[src/hw/tcdm_pkg.sv]
// **********************************************************
// tcdm wide router package
// shared widths, typedefs and request structs for the wide
// initiator port, the lane slices and the scratchpad banks
// **********************************************************

package tcdm_pkg;

  // scratchpad geometry
  localparam int unsigned NB_BANKS = 8;
  localparam int unsigned NB_LANES = 4;
  localparam int unsigned ROW_AW   = 6;

  // derived widths
  localparam int unsigned WORD_W   = 32;
  localparam int unsigned WIDE_W   = WORD_W * NB_LANES;
  localparam int unsigned OFFSET_W = $clog2(NB_BANKS);
  // first byte address bit above the bank offset
  localparam int unsigned ROW_LSB  = OFFSET_W + 2;

  typedef logic [31:0]           wide_addr_t;
  typedef logic [WORD_W-1:0]     word_t;
  typedef logic [WIDE_W-1:0]     wide_data_t;
  typedef logic [WIDE_W/8-1:0]   wide_be_t;
  typedef logic [OFFSET_W-1:0]   bank_idx_t;
  typedef logic [ROW_AW-1:0]     row_addr_t;
  typedef logic [NB_BANKS-1:0]   bank_mask_t;

  // wide request as seen at the initiator port
  // wen high means read
  typedef struct packed {
    logic       wen;
    wide_be_t   be;
    wide_addr_t addr;
    wide_data_t data;
  } wide_req_t;

  // one 32-bit lane, already in bank row terms
  typedef struct packed {
    logic      req;
    logic      wen;
    logic [3:0] be;
    row_addr_t row;
    word_t     data;
  } lane_req_t;

endpackage

[src/hw/wide_req_fifo.sv]
// **********************************************************
// wide request FIFO
// optional circular buffer in front of the router, or a
// plain pass-through when the depth is zero
// **********************************************************

`timescale 1ns/1ns

module wide_req_fifo #(
  parameter int unsigned FIFO_DEPTH = 2
) (
  input  logic                clk_i,
  input  logic                rst_ni,
  input  logic                req_i,
  input  tcdm_pkg::wide_req_t wreq_i,
  output logic                gnt_o,
  input  logic                pop_i,
  output logic                valid_o,
  output tcdm_pkg::wide_req_t head_o
);

  generate
    if (FIFO_DEPTH == 0) begin : gen_bypass
      // request goes straight to the router
      assign valid_o = req_i;
      assign head_o  = wreq_i;
      // grant only when the router actually issues
      assign gnt_o   = pop_i;
    end else begin : gen_fifo
      localparam int unsigned PTR_W = (FIFO_DEPTH > 1) ? $clog2(FIFO_DEPTH) : 1;
      localparam int unsigned CNT_W = $clog2(FIFO_DEPTH + 1);

      tcdm_pkg::wide_req_t mem_q [FIFO_DEPTH];
      logic [PTR_W-1:0]    wr_ptr_q;
      logic [PTR_W-1:0]    rd_ptr_q;
      logic [CNT_W-1:0]    count_q;
      logic                push;
      logic                pop;

      // not full means we can take one more
      assign gnt_o   = (count_q != CNT_W'(FIFO_DEPTH));
      assign valid_o = (count_q != '0);
      assign push    = req_i & gnt_o;
      assign pop     = pop_i & valid_o;
      assign head_o  = mem_q[rd_ptr_q];

      always_ff @(posedge clk_i or negedge rst_ni) begin
        if (!rst_ni) begin
          wr_ptr_q <= '0;
          rd_ptr_q <= '0;
          count_q  <= '0;
        end else begin
          // pointers wrap by compare, depth need not be a power of two
          if (push) begin
            wr_ptr_q <= (wr_ptr_q == PTR_W'(FIFO_DEPTH - 1)) ? '0 : wr_ptr_q + 1'b1;
          end
          if (pop) begin
            rd_ptr_q <= (rd_ptr_q == PTR_W'(FIFO_DEPTH - 1)) ? '0 : rd_ptr_q + 1'b1;
          end
          case ({push, pop})
            2'b10:   count_q <= count_q + 1'b1;
            2'b01:   count_q <= count_q - 1'b1;
            default: count_q <= count_q;
          endcase
        end
      end

      // storage
      always_ff @(posedge clk_i) begin
        if (push) begin
          mem_q[wr_ptr_q] <= wreq_i;
        end
      end
    end
  endgenerate

endmodule

[config.mk]
export PLATFORM = sky130hd
export DESIGN_NAME = wide_req_fifo
export DESIGN_NICKNAME = d
export VERILOG_FILES = /design/src/hw/tcdm_pkg.sv /design/src/hw/wide_req_fifo.sv
export SDC_FILE = /design/constraint.sdc
export NUM_CORES = 1
export LEC_CHECK = 0
export BUFFER_PORTS_ARGS = -buffer_cell sky130_fd_sc_hd__buf_4
export CELL_PAD_IN_SITES_DETAIL_PLACEMENT = 1
export CELL_PAD_IN_SITES_GLOBAL_PLACEMENT = 2
export CORE_ASPECT_RATIO = 0.7
export CORE_MARGIN = 1
export CORE_UTILIZATION = 39
export DETAILED_ROUTE_END_ITERATION = 8
export PLACE_DENSITY = 0.84
export SKIP_LAST_GASP = 1
export SLEW_MARGIN = 20
export SYNTH_ARGS = -nofsm -noshare
export SYNTH_HDL_FRONTEND = slang
export SYNTH_SLANG_ARGS = --single-unit
[constraint.sdc]
create_clock -name clk_i -period 12.8 [get_ports clk_i]
set_clock_uncertainty 0.2 [all_clocks]
set_input_delay 2.56 -clock clk_i [delete_from_list [all_inputs] [get_ports clk_i]]
set_output_delay 2.56 -clock clk_i [all_outputs]
set_load 0.01 [all_outputs]
==> impl_metrics.ini <==
[status]
outcome = completed

[critical_path]
startpoint_type = flip-flop
slowest_delay_ps = 950
crit_slowest_cell = dfrtp_4
reg2regPathDepth = 5
cp.arrival_ps = 2930
crit_type = flip-flop to output port
worst_setup_path_end_kind = output port
r2r-end = gen_fifo.mem_q[0][117]
reg2reg_slack_ps = 9680
cp_data_required_time_ps = 10040
critPathCapture = head_o[129]
cp-startpoint = gen_fifo.rd_ptr_q
critPathMaxFanout = 120
r2r-start = gen_fifo.count_q[0]
crit_chain = buf_12 -> mux2_2 -> buf_4

[die]
die_w_um = 223
start_util_pct = 39.8
core_um2 = 33600
die_area_um2 = 35100
rows = 56
die_y_um = 157
io_pins = 360

[yosys]
avgSynthCellArea_um2 = 23.6
synth-seq-cells = 358
syn_area_um2 = 13400
synth_nets = 750
yosysWarnings = 0
synth-main-ff-cell = edfxtp_1
ys_seq_area_share_pct = 80.1
synth_cells = 568
synth_edf_count = 354
yosysUniqueCellTypes = 15
async_flop_share_pct = 1.12

[clock_tree]
cts_sinks = 358
cts_tree = yes
cts_setup_buffers = 0
numCtsBuffers = 37
cts_hold_buf = 0
cts.repair.resized = 0
path_clk_slew_ps = 60
cts-root-buf = clkbuf_16
insertion_delay_ps = 530
htree_levels = 2
cts_buffer_depth = 3

[route]
firstDrtPassIters = 4
wl_um = 29900
wl_per_cell_um = 21.2
drtIter0Drc = 348
drc_errors = 0
ant_nets = 0
vias = 6696
routed_via_density = 4.74

[sta]
fin_crit_ps = 5690
final-max-slew-violation-count = 0
tightestPinTransition_ps = 1110
setup_violations = 0
hold_violations = 0
rsz0062_at_grt = false
final.setup.tns_ps = 0
fmax_mhz = 176
hold_ws_ps = 304
fin_crit_sh_pct = 44.4
slew_headroom_pct = 26.2

[finish]
drive_gt1_share_pct = 61.5
area_delta_synth_final_pct = 32.6
nNetsFinal = 1134
instances_no_fill = 1414
layout_common_cells = buf_4, edfxtp_1, mux2_4
final_common_cell = buf_4
final_area_um2 = 17700

[placed_design]
io_buffers = 359
placedCellCount = 1348
gp_congestion = 0.732
dpl.hpwl_um = 20000
placed_area_um2 = 16500

[grt]
antenna_found_initial = 2
grt_pass1_wl_um = 42900
grt_overflow = 0
first_global_vias = 7147
met1_usage_pct = 20.2
grtUsageMet2_pct = 25.8
grt_util_all_layers_pct = 16.3
grt_max_degree = 121
gr-max-usage-layer = met2
met3_usage_pct = 6.79

[power]
power.density_nw_per_um2 = 234
ir_worst_vdd_v = 0.000142
p_leak_nw = 6.85

[flow_run]
cap_violations = 0

[hold_path]
min_path_type = flip-flop to flip-flop
==> how the worst min path moves through the flow <==
stage | slack, ps | to | depth (start not counted) | startpoint
after global placement | 300 | gen_fifo.count_q[1] | 1 | gen_fifo.count_q[1]
after CTS | 310 | gen_fifo.count_q[1] | 1 | gen_fifo.count_q[1]
final | 300 | gen_fifo.count_q[1] | 1 | gen_fifo.count_q[1]
after global routing | 360 | gen_fifo.count_q[1] | 1 | gen_fifo.count_q[1]
after detailed placement | 300 | gen_fifo.count_q[1] | 1 | gen_fifo.count_q[1]
after floorplan | 260 | gen_fifo.count_q[1] | 1 | gen_fifo.count_q[1]
==> worst max-delay path, delay by kind of cell (launching register included) <==
family   cells  cell delay, ps
mux          1             420
flops        1             950
buf+inv      2             810
==> sequential cells by signal, summed over array words and instances (netlist names) <==
signal / count
gen_fifo.rd_ptr_q: 1
gen_fifo.wr_ptr_q: 1
gen_fifo.count_q: 2
gen_fifo.mem_q: 354
==> final cells by class <==
type / count / area, µm²
Clock inverter: 20 / 240
Timing Repair Buffer: 365 / 2750
Fill cell: 3053 / 15900
Clock buffer: 44 / 995
Multi-Input combinational cell: 190 / 2480
Antenna cell: 2 / 5.00
Tap cell: 435 / 544
Sequential cell: 358 / 10700
==> per-stage QoR <==
step                      power, mW  setup WS (ps)  utilization [%]
after global routing           4.32           7030             52.8
final                          4.15           7110             52.8
after CTS                      4.22           7080             52.8
after global placement         3.07           7650             49.1
after detailed placement       3.11           7640             49.1
after floorplan                2.57           1890                -
==> power breakdown <==
part | total (mW) | internal, mW | switching [mW]
Clock | 1.09 | 0.657 | 0.435
Sequential | 1.71 | 1.61 | 0.101
Combinational | 1.35 | 0.717 | 0.636
Total | 4.15 | 2.98 | 1.17
==> cell usage after synthesis, drive strengths merged (2+ instances only) <==
master | instances | area (µm²)
edfxtp | 354 | 10600
mux2 | 177 | 2370
xor2 | 2 | 17.5
xnor2 | 3 | 26.3
nor2 | 2 | 7.51
dfrtp | 4 | 100
buf | 20 | 194
==> logic make-up after synthesis <==
kind of cell | Yosys count | synth area share (%)
XOR/XNOR | 5 | 0.327
adder cells (fa/ha/maj) | 1 | 0.0934
buffers and inverters | 20 | 1.45
flip-flops | 358 | 80.1
multiplexers | 177 | 17.7
AND/OR/NAND/NOR | 7 | 0.271
==> per-layer routing <==
layer  up-vias  wire (µm)
met2       255      14000
met1      3351      12300
li1       3031          -
met5         -          0
met4         0        677
met3        59       3010
(Power assumes the default switching activity.)
