--- src/hw/tcdm_pkg.sv ---
// **********************************************************
// tcdm wide router package
// shared widths, typedefs and request structs for the wide
// initiator port, the lane slices and the scratchpad banks
// **********************************************************

package tcdm_pkg;

  // scratchpad geometry
  localparam int unsigned NB_BANKS = 8;
  localparam int unsigned NB_LANES = 4;
  localparam int unsigned ROW_AW   = 6;

  // derived widths
  localparam int unsigned WORD_W   = 32;
  localparam int unsigned WIDE_W   = WORD_W * NB_LANES;
  localparam int unsigned OFFSET_W = $clog2(NB_BANKS);
  // first byte address bit above the bank offset
  localparam int unsigned ROW_LSB  = OFFSET_W + 2;

  typedef logic [31:0]           wide_addr_t;
  typedef logic [WORD_W-1:0]     word_t;
  typedef logic [WIDE_W-1:0]     wide_data_t;
  typedef logic [WIDE_W/8-1:0]   wide_be_t;
  typedef logic [OFFSET_W-1:0]   bank_idx_t;
  typedef logic [ROW_AW-1:0]     row_addr_t;
  typedef logic [NB_BANKS-1:0]   bank_mask_t;

  // wide request as seen at the initiator port
  // wen high means read
  typedef struct packed {
    logic       wen;
    wide_be_t   be;
    wide_addr_t addr;
    wide_data_t data;
  } wide_req_t;

  // one 32-bit lane, already in bank row terms
  typedef struct packed {
    logic      req;
    logic      wen;
    logic [3:0] be;
    row_addr_t row;
    word_t     data;
  } lane_req_t;

endpackage

--- src/hw/shallow_router.sv ---
// **********************************************************
// shallow router
// splits the wide head request into 32-bit lanes with bank
// row addresses and rebuilds the wide read response
// **********************************************************

`timescale 1ns/1ns

module shallow_router (
  input  logic                                            clk_i,
  input  logic                                            rst_ni,
  // FIFO head
  input  logic                                            valid_i,
  input  tcdm_pkg::wide_req_t                             head_i,
  output logic                                            pop_o,
  // lanes towards the reorder stage
  output tcdm_pkg::lane_req_t [tcdm_pkg::NB_LANES-1:0]    lanes_o,
  output tcdm_pkg::bank_idx_t                             offset_o,
  input  logic                                            lane_gnt_i,
  input  tcdm_pkg::word_t [tcdm_pkg::NB_LANES-1:0]        lane_rdata_i,
  // wide response
  output logic                                            r_valid_o,
  output tcdm_pkg::wide_data_t                            r_data_o
);

  // lane position is one bit wider than the offset to catch the wrap
  localparam int unsigned POS_W = tcdm_pkg::OFFSET_W + 1;

  tcdm_pkg::row_addr_t head_row;
  logic                issue;
  logic                rd_issued_q;

  // word interleaving
  // bits 1:0 byte in word, then bank offset, then row
  assign offset_o = head_i.addr[tcdm_pkg::ROW_LSB-1:2];
  assign head_row = head_i.addr[tcdm_pkg::ROW_LSB +: tcdm_pkg::ROW_AW];

  // all four banks free and a head waiting
  assign issue = valid_i & lane_gnt_i;
  assign pop_o = issue;

  generate
    for (genvar k = 0; k < tcdm_pkg::NB_LANES; k++) begin : gen_lane
      logic [POS_W-1:0] lane_pos;

      // bank position before the modulo
      assign lane_pos = {1'b0, offset_o} + POS_W'(k);

      // req is the head valid, the reorder stage qualifies it with the grant
      assign lanes_o[k].req  = valid_i;
      assign lanes_o[k].wen  = head_i.wen;
      assign lanes_o[k].be   = head_i.be[k*4 +: 4];
      assign lanes_o[k].data = head_i.data[k*tcdm_pkg::WORD_W +: tcdm_pkg::WORD_W];

      // lanes that wrap past the last bank land on the next row
      assign lanes_o[k].row  = head_row + tcdm_pkg::row_addr_t'(lane_pos[POS_W-1]);

      // response word for this lane, already back in lane order
      assign r_data_o[k*tcdm_pkg::WORD_W +: tcdm_pkg::WORD_W] = lane_rdata_i[k];
    end
  endgenerate

  // banks answer one cycle after the read was issued
  // writes never produce a response
  always_ff @(posedge clk_i or negedge rst_ni) begin
    if (!rst_ni) begin
      rd_issued_q <= 1'b0;
    end else begin
      rd_issued_q <= issue & head_i.wen;
    end
  end

  assign r_valid_o = rd_issued_q;

endmodule

--- config.mk ---
export PLATFORM = sky130hd
export DESIGN_NAME = shallow_router
export DESIGN_NICKNAME = d
export VERILOG_FILES = /design/src/hw/tcdm_pkg.sv /design/src/hw/shallow_router.sv
export SDC_FILE = /design/constraint.sdc
export NUM_CORES = 1
export LEC_CHECK = 0
export BUFFER_PORTS_ARGS = -buffer_cell sky130_fd_sc_hd__buf_2
export CAP_MARGIN = 20
export CORE_AREA = 4 4 238 240
export DETAILED_ROUTE_END_ITERATION = 10
export DIE_AREA = 0 0 242 244
export SLEW_MARGIN = 20
export SYNTH_ARGS = -nofsm -noshare
export SYNTH_HDL_FRONTEND = slang
export SYNTH_SLANG_ARGS = --single-unit
--- constraint.sdc ---
create_clock -name clk_i -period 2 [get_ports clk_i]
set_input_delay 0 -clock clk_i [delete_from_list [all_inputs] [get_ports clk_i]]
set_output_delay 0 -clock clk_i [all_outputs]
set_load 0.03 [all_outputs]
==> results of run 1 <==
## layer usage
layer  vias to the layer above  routed length, µm  track usage, %
li1                        228                  -               -
met1                       295               2500            2.27
met2                       293               4740            5.22
met3                       142               3170            3.91
met4                         0               1800            4.64
met5                         -                  0               0
## cell families after synthesis
logic type      synth area share (%)
flops                           1.01
fa+ha+maj                       3.03
simple gates                    3.13
compound gates                 0.303
xor+xnor                        4.25
buf+inv                         88.3
## cells in the final DEF (no fill, tap or decap)
cell type / n
nand2_1: 3
nand3_1: 6
buf_4: 2
diode_2: 2
xnor2_1: 9
o21a_1: 1
ha_1: 6
buf_2: 50
dfrtp_1: 1
and3_1: 2
and4_4: 1
xor2_1: 3
dlygate4sd3_1: 1
and2_1: 2
## timing repair
action	4_1_cts	5_1_grt
setup endpoints to repair	0	0
buffers inserted	0	0
hold buffers	1	0
hold endpoints to repair	1	0
## layout make-up
class | count | share of cell area (%)
Antenna cell | 2 | 0.345
Multi-Input combinational cell | 33 | 18.3
Sequential cell | 1 | 1.72
Tap cell | 704 | 60.7
Timing Repair Buffer | 53 | 19.0
## per-stage QoR
| stage | util, % | hold slack (ps) | worst slack [ps] | area, µm² | std cells |
|---|---|---|---|---|---|
| detailed placement | 2.63 | -225 | 514 | 1440 | 790 |
| finish | 2.66 | 0.0116 | 428 | 1450 | 793 |
| CTS | 2.65 | 0.205 | 513 | 1450 | 791 |
| floorplan | - | -296 | 887 | 2470 | 325 |
| global route | 2.65 | 0.0414 | 455 | 1450 | 791 |
| global placement | 2.63 | -226 | 515 | 1440 | 790 |
## worst max-delay path, delay by kind of cell
family                     cells  cell delay (ps)
and+or+nand+nor                1              160
adders and majority gates      2              730
AOI/OAI and AO/OA              1              130
xor gates and xnor gates       1              200
buffers and inverters          2              340
## how the worst min path moves through the flow
stage	startpoint	end	slack [ps]	cells past startpoint
after floorplan	rst_ni	r_valid_o	-300	0
after global routing	lane_rdata_i[99]	r_data_o[99]	0.04	0
after detailed placement	rst_ni	r_valid_o	-220	1
after CTS	head_i[77]	lanes_o[101]	0.2	0
after global placement	rst_ni	r_valid_o	-230	1
final	head_i[11]	lanes_o[11]	0.01	0
==> results.yml, run 1 <==
status:
  status: "finished, final reports clean"
synthesis:
  ys_ff_latch: 1
  yosysTopAreaCell: "buf_4"
  netlist_area_mm2: 0.00247
  yosysMostFrequentCell: "buf_4"
  synth_flop_cell: "dfrtp_1"
  syn_area_per_cell_um2: 7.61
  yosys-top-cells-area: "buf_4 88%, xnor2_1 3.2%, ha_1 3.0%"
  seq_area_frac_synth_pct: 1.01
  synth_top_area_share_pct: 88.3
  async_flop_share_pct: 100
  syn_inst: 325
  synth_nets: 640
  synth-edff-count: 0
  yosys-top-cells-count: "291 x buf_4, 9 x xnor2_1, 6 x ha_1, 6 x nand3_1"
  yosys_warnings: 0
  synth.distinct_cells: 11
job:
  drv_cap: 0
worst_setup_path:
  start_kind: "primary input"
  worstPathArrival_ps: 1570
  startpoint: "head_i[130]"
  cp_max_fo: 3
  path_cells: "buf_2 -> o21a_1 -> ha_1 -> ha_1 -> nand3_1 -> xnor2_1 -> buf_2"
  worstSetupEndpointType: "primary output"
  cp_slowest_stage_delay_ps: 530
  cp_slowest_cell: "ha_1"
  required_ps: 2000
  endpoint: "lanes_o[168]"
  crit_type: "in -> out"
min_path:
  min_path_type: "in -> out"
cells_and_area:
  largest_reg_flops: 1
  multi_input_area_um2: 265
  nFillCells: 6552
  drive_above_1_share_pct: 60.9
  area.growth.synth_to_final_pct: -41.4
  regArea_um2: 25.0
  num-nets-final: 404
floorplan:
  die_h_um: 244
  core_mm2: 0.0547
  initial_core_util_pct: 4.53
  chipWidth_um: 242
  die_area_mm2: 0.0590
  rows: 86
  io_pins: 618
placed_design:
  numPortBuffers: 50
  dpl.hpwl_um: 10900
  place.gp.congestion: 0.554
timing:
  tightest_slew_ps: 565
  fin_crit_sh_pct: 78.6
  max_slew_margin_pct: 62.3
  fin_setup_tns_ps: 0
  period_needed_ps: 1570
  setup_violations: 0
  hold_viol_final: 0
  max_freq_ghz: 0.636
  rsz0062_at_grt: "no"
  maxSlewViolCount: 0
global_route:
  grt_use_total_pct: 3.69
  antenna_found_initial: 0
  grt_max_degree: 12
  grt_pass1_wl_um: 13800
  grt_pass1_vias: 1084
  overflow: 0
route:
  drt-pass1-iter-count: 2
  routedWlPerCell_um: 15.4
  initialDrtViolationCount: 18
  drt-total-wl_um: 12200
  drc: 0
  vias: 958
  via_per_inst: 1.21
  antenna_left: 0
clocking:
  ctsResizeCount: 0
==> run 2, diff against run 1 <==
Settings changed: ABC_AREA set to 1, CORE_AREA 4 4 238 240 to 4 4 239 241, DIE_AREA 0 0 242 244 to 0 0 243 245.
Clock period 2 ns to 1.45 ns, I/O delays scaled along.
==> run 2 against run 1 <==
  * Synthesized area up 2.6%
  * Sequential share of layout area down 0.12 points
  * Design area up 7.5%
  * Global-route usage down 0.17 points
  * Final cell count up 2.3%
  * Die area up 0.82%
  * Synthesized cell count up 5.5%
  * First-iteration DRC count up 22%
  * Worst hold slack about the same
  * Critical path depth up 2
==> results.yml, run 2 <==
status:
  status: "finished, final reports clean"
synthesis:
  yosys-top-cells-count: "289 x buf_4, 9 x inv_1, 9 x xor2_1"
  synth-edff-count: 0
  yosys-top-cells-area: "buf_4 85%, xor2_1 3.1%, ha_1 3.0%"
  yosysTopAreaCell: "buf_4"
  yosys_warnings: 0
  synth_nets: 658
  ys_ff_latch: 1
  netlist_area_mm2: 0.00254
  syn_inst: 343
  synth_flop_cell: "dfrtp_1"
  seq_area_frac_synth_pct: 0.985
  synth.distinct_cells: 14
  async_flop_share_pct: 100
  synth_top_area_share_pct: 85.4
  yosysMostFrequentCell: "buf_4"
  syn_area_per_cell_um2: 7.41
power_and_ir_drop:
  p_leak_nw: 0.420
  power_uw: 363
  p_sw_uw: 237
  seqPwrFrac_pct: 8.2
  power_frac_clock_pct: 0
  ir_drop_uv: 68.1
  power_density_mw_per_mm2: 233
  switching_share_pct: 65.4
  p_comb_share_pct: 91.8
  p_int_uw: 126
floorplan:
  chipWidth_um: 243
  die_area_mm2: 0.0595
  core_mm2: 0.0549
  io_pins: 618
  die_h_um: 245
  rows: 86
  initial_core_util_pct: 4.63
min_path:
  hold_path_depth: 0
  min_path_type: "in -> out"
  hold_path_end: "lanes_o[118]"
  min_from: "head_i[94]"
route:
  drt-total-wl_um: 11900
  antenna_left: 0
  vias: 1032
  wirelength_met1_um: 2030
  wl_met3_um: 3290
  drt-pass1-iter-count: 2
  initialDrtViolationCount: 22
  routedWlPerCell_um: 14.7
  drc: 0
  top_layer: "met4"
  wl_met2_um: 4430
  via_per_inst: 1.27
cells_and_area:
  diodes: 0
  nFillCells: 6569
  largest_reg_flops: 1
  final_common_cell: "buf_2"
  drive_above_1_share_pct: 54.2
  post-route-util_pct: 2.84
  final_cell_mix: "50 x buf_2, 9 x inv_1, 9 x xor2_1, 8 x nand2_1"
  area.growth.synth_to_final_pct: -38.6
  stdcell_area_mm2: 0.00156
  num-nets-final: 424
worst_setup_path:
  cp_max_fo: 3
  crit_type: "in -> out"
  worstSetupEndpointType: "primary output"
  start_kind: "primary input"
  worstPathArrival_ps: 1280
  required_ps: 1450
placed_design:
  dpl.hpwl_um: 10500
  placed_area_mm2: 0.00155
  place_ws_ps: 148
  numPortBuffers: 50
  place.gp.congestion: 0.535
global_route:
  grt_pass1_vias: 1112
  grt_max_degree: 12
  grt_use_total_pct: 3.52
  overflow: 0
  antenna_found_initial: 0
  grt_pass1_wl_um: 13400
job:
  drv_cap: 0
timing:
  rsz0062_at_grt: "no"
  maxSlewViolCount: 0
  setup_violations: 0
  hold_viol_final: 0
  max_slew_margin_pct: 77.9
  max_freq_ghz: 0.782
  period_needed_ps: 1280
  fin_setup_tns_ps: 0
  fin_ws_ps: 172
  fin_crit_sh_pct: 88.1
  tightest_slew_ps: 332
clocking:
  postCtsSetupBuffers: 0
  ctsResizeCount: 0
-- run 2: cell type report --
type | count | area, µm² | share of cell area, %
sequential | 1 | 25.0 | 1.60
timing repair buffer | 54 | 320 | 20.5
tap | 704 | 881 | 56.5
inverter | 11 | 42.5 | 2.73
multi-input combinational | 41 | 292 | 18.7
-- run 2: logic make-up after synthesis --
logic type	share of synthesized area (%)
buf+inv	87.5
simple gates	4.53
xor+xnor	3.10
fa+ha+maj	2.96
compound gates	0.887
flops	0.985
-- run 2: worst max-delay path: stages --
cell and delay, ps:
buf_2 110, nand2_1 90, nand2_1 60, ha_1 210
buf_12 150, ha_1 200, nand3_1 100, xor2_1 140
buf_2 210
-- run 2: how the worst max path moves through the flow --
stage                start           end  depth (start not counted)
2_1_floorplan  head_i[132]  lanes_o[168]                          6
3_3_place_gp   head_i[132]  lanes_o[168]                          9
3_5_place_dp   head_i[132]  lanes_o[168]                          9
4_1_cts        head_i[132]  lanes_o[168]                          9
5_1_grt        head_i[132]  lanes_o[124]                          9
6_report       head_i[132]  lanes_o[168]                          9
-- run 2: timing repair --
action,CTS,global route
setup endpoints to repair,0,0
hold buffers,1,0
hold endpoints to repair,1,0
-- run 2: power by group through the flow --
| stage | registers [mW] | logic (mW) | clock network, mW |
|---|---|---|---|
| after floorplan | 0.0320 | 1.64 | 0 |
| after global placement | 0.0296 | 0.341 | 0 |
| after detailed placement | 0.0298 | 0.341 | 0 |
| after CTS | 0.0297 | 0.344 | 0 |
| after global routing | 0.0298 | 0.359 | 0 |
| final | 0.0297 | 0.333 | 0 |
-- run 2: through the flow --
step | std cells | hold slack, ps
6_report | 811 | 0.00840
5_1_grt | 811 | 0.0434
4_1_cts | 811 | 0.205
3_5_place_dp | 810 | -222
2_1_floorplan | 343 | -296
3_3_place_gp | 810 | -221
-- run 2: per-layer routing --
metal | global-route usage (%) | up-vias
met2 | 4.62 | 289
li1 | - | 277
met5 | 0 | -
met1 | 1.75 | 318
met4 | 5.53 | 0
met3 | 4.19 | 148
Power figures use the tool's default switching activity.
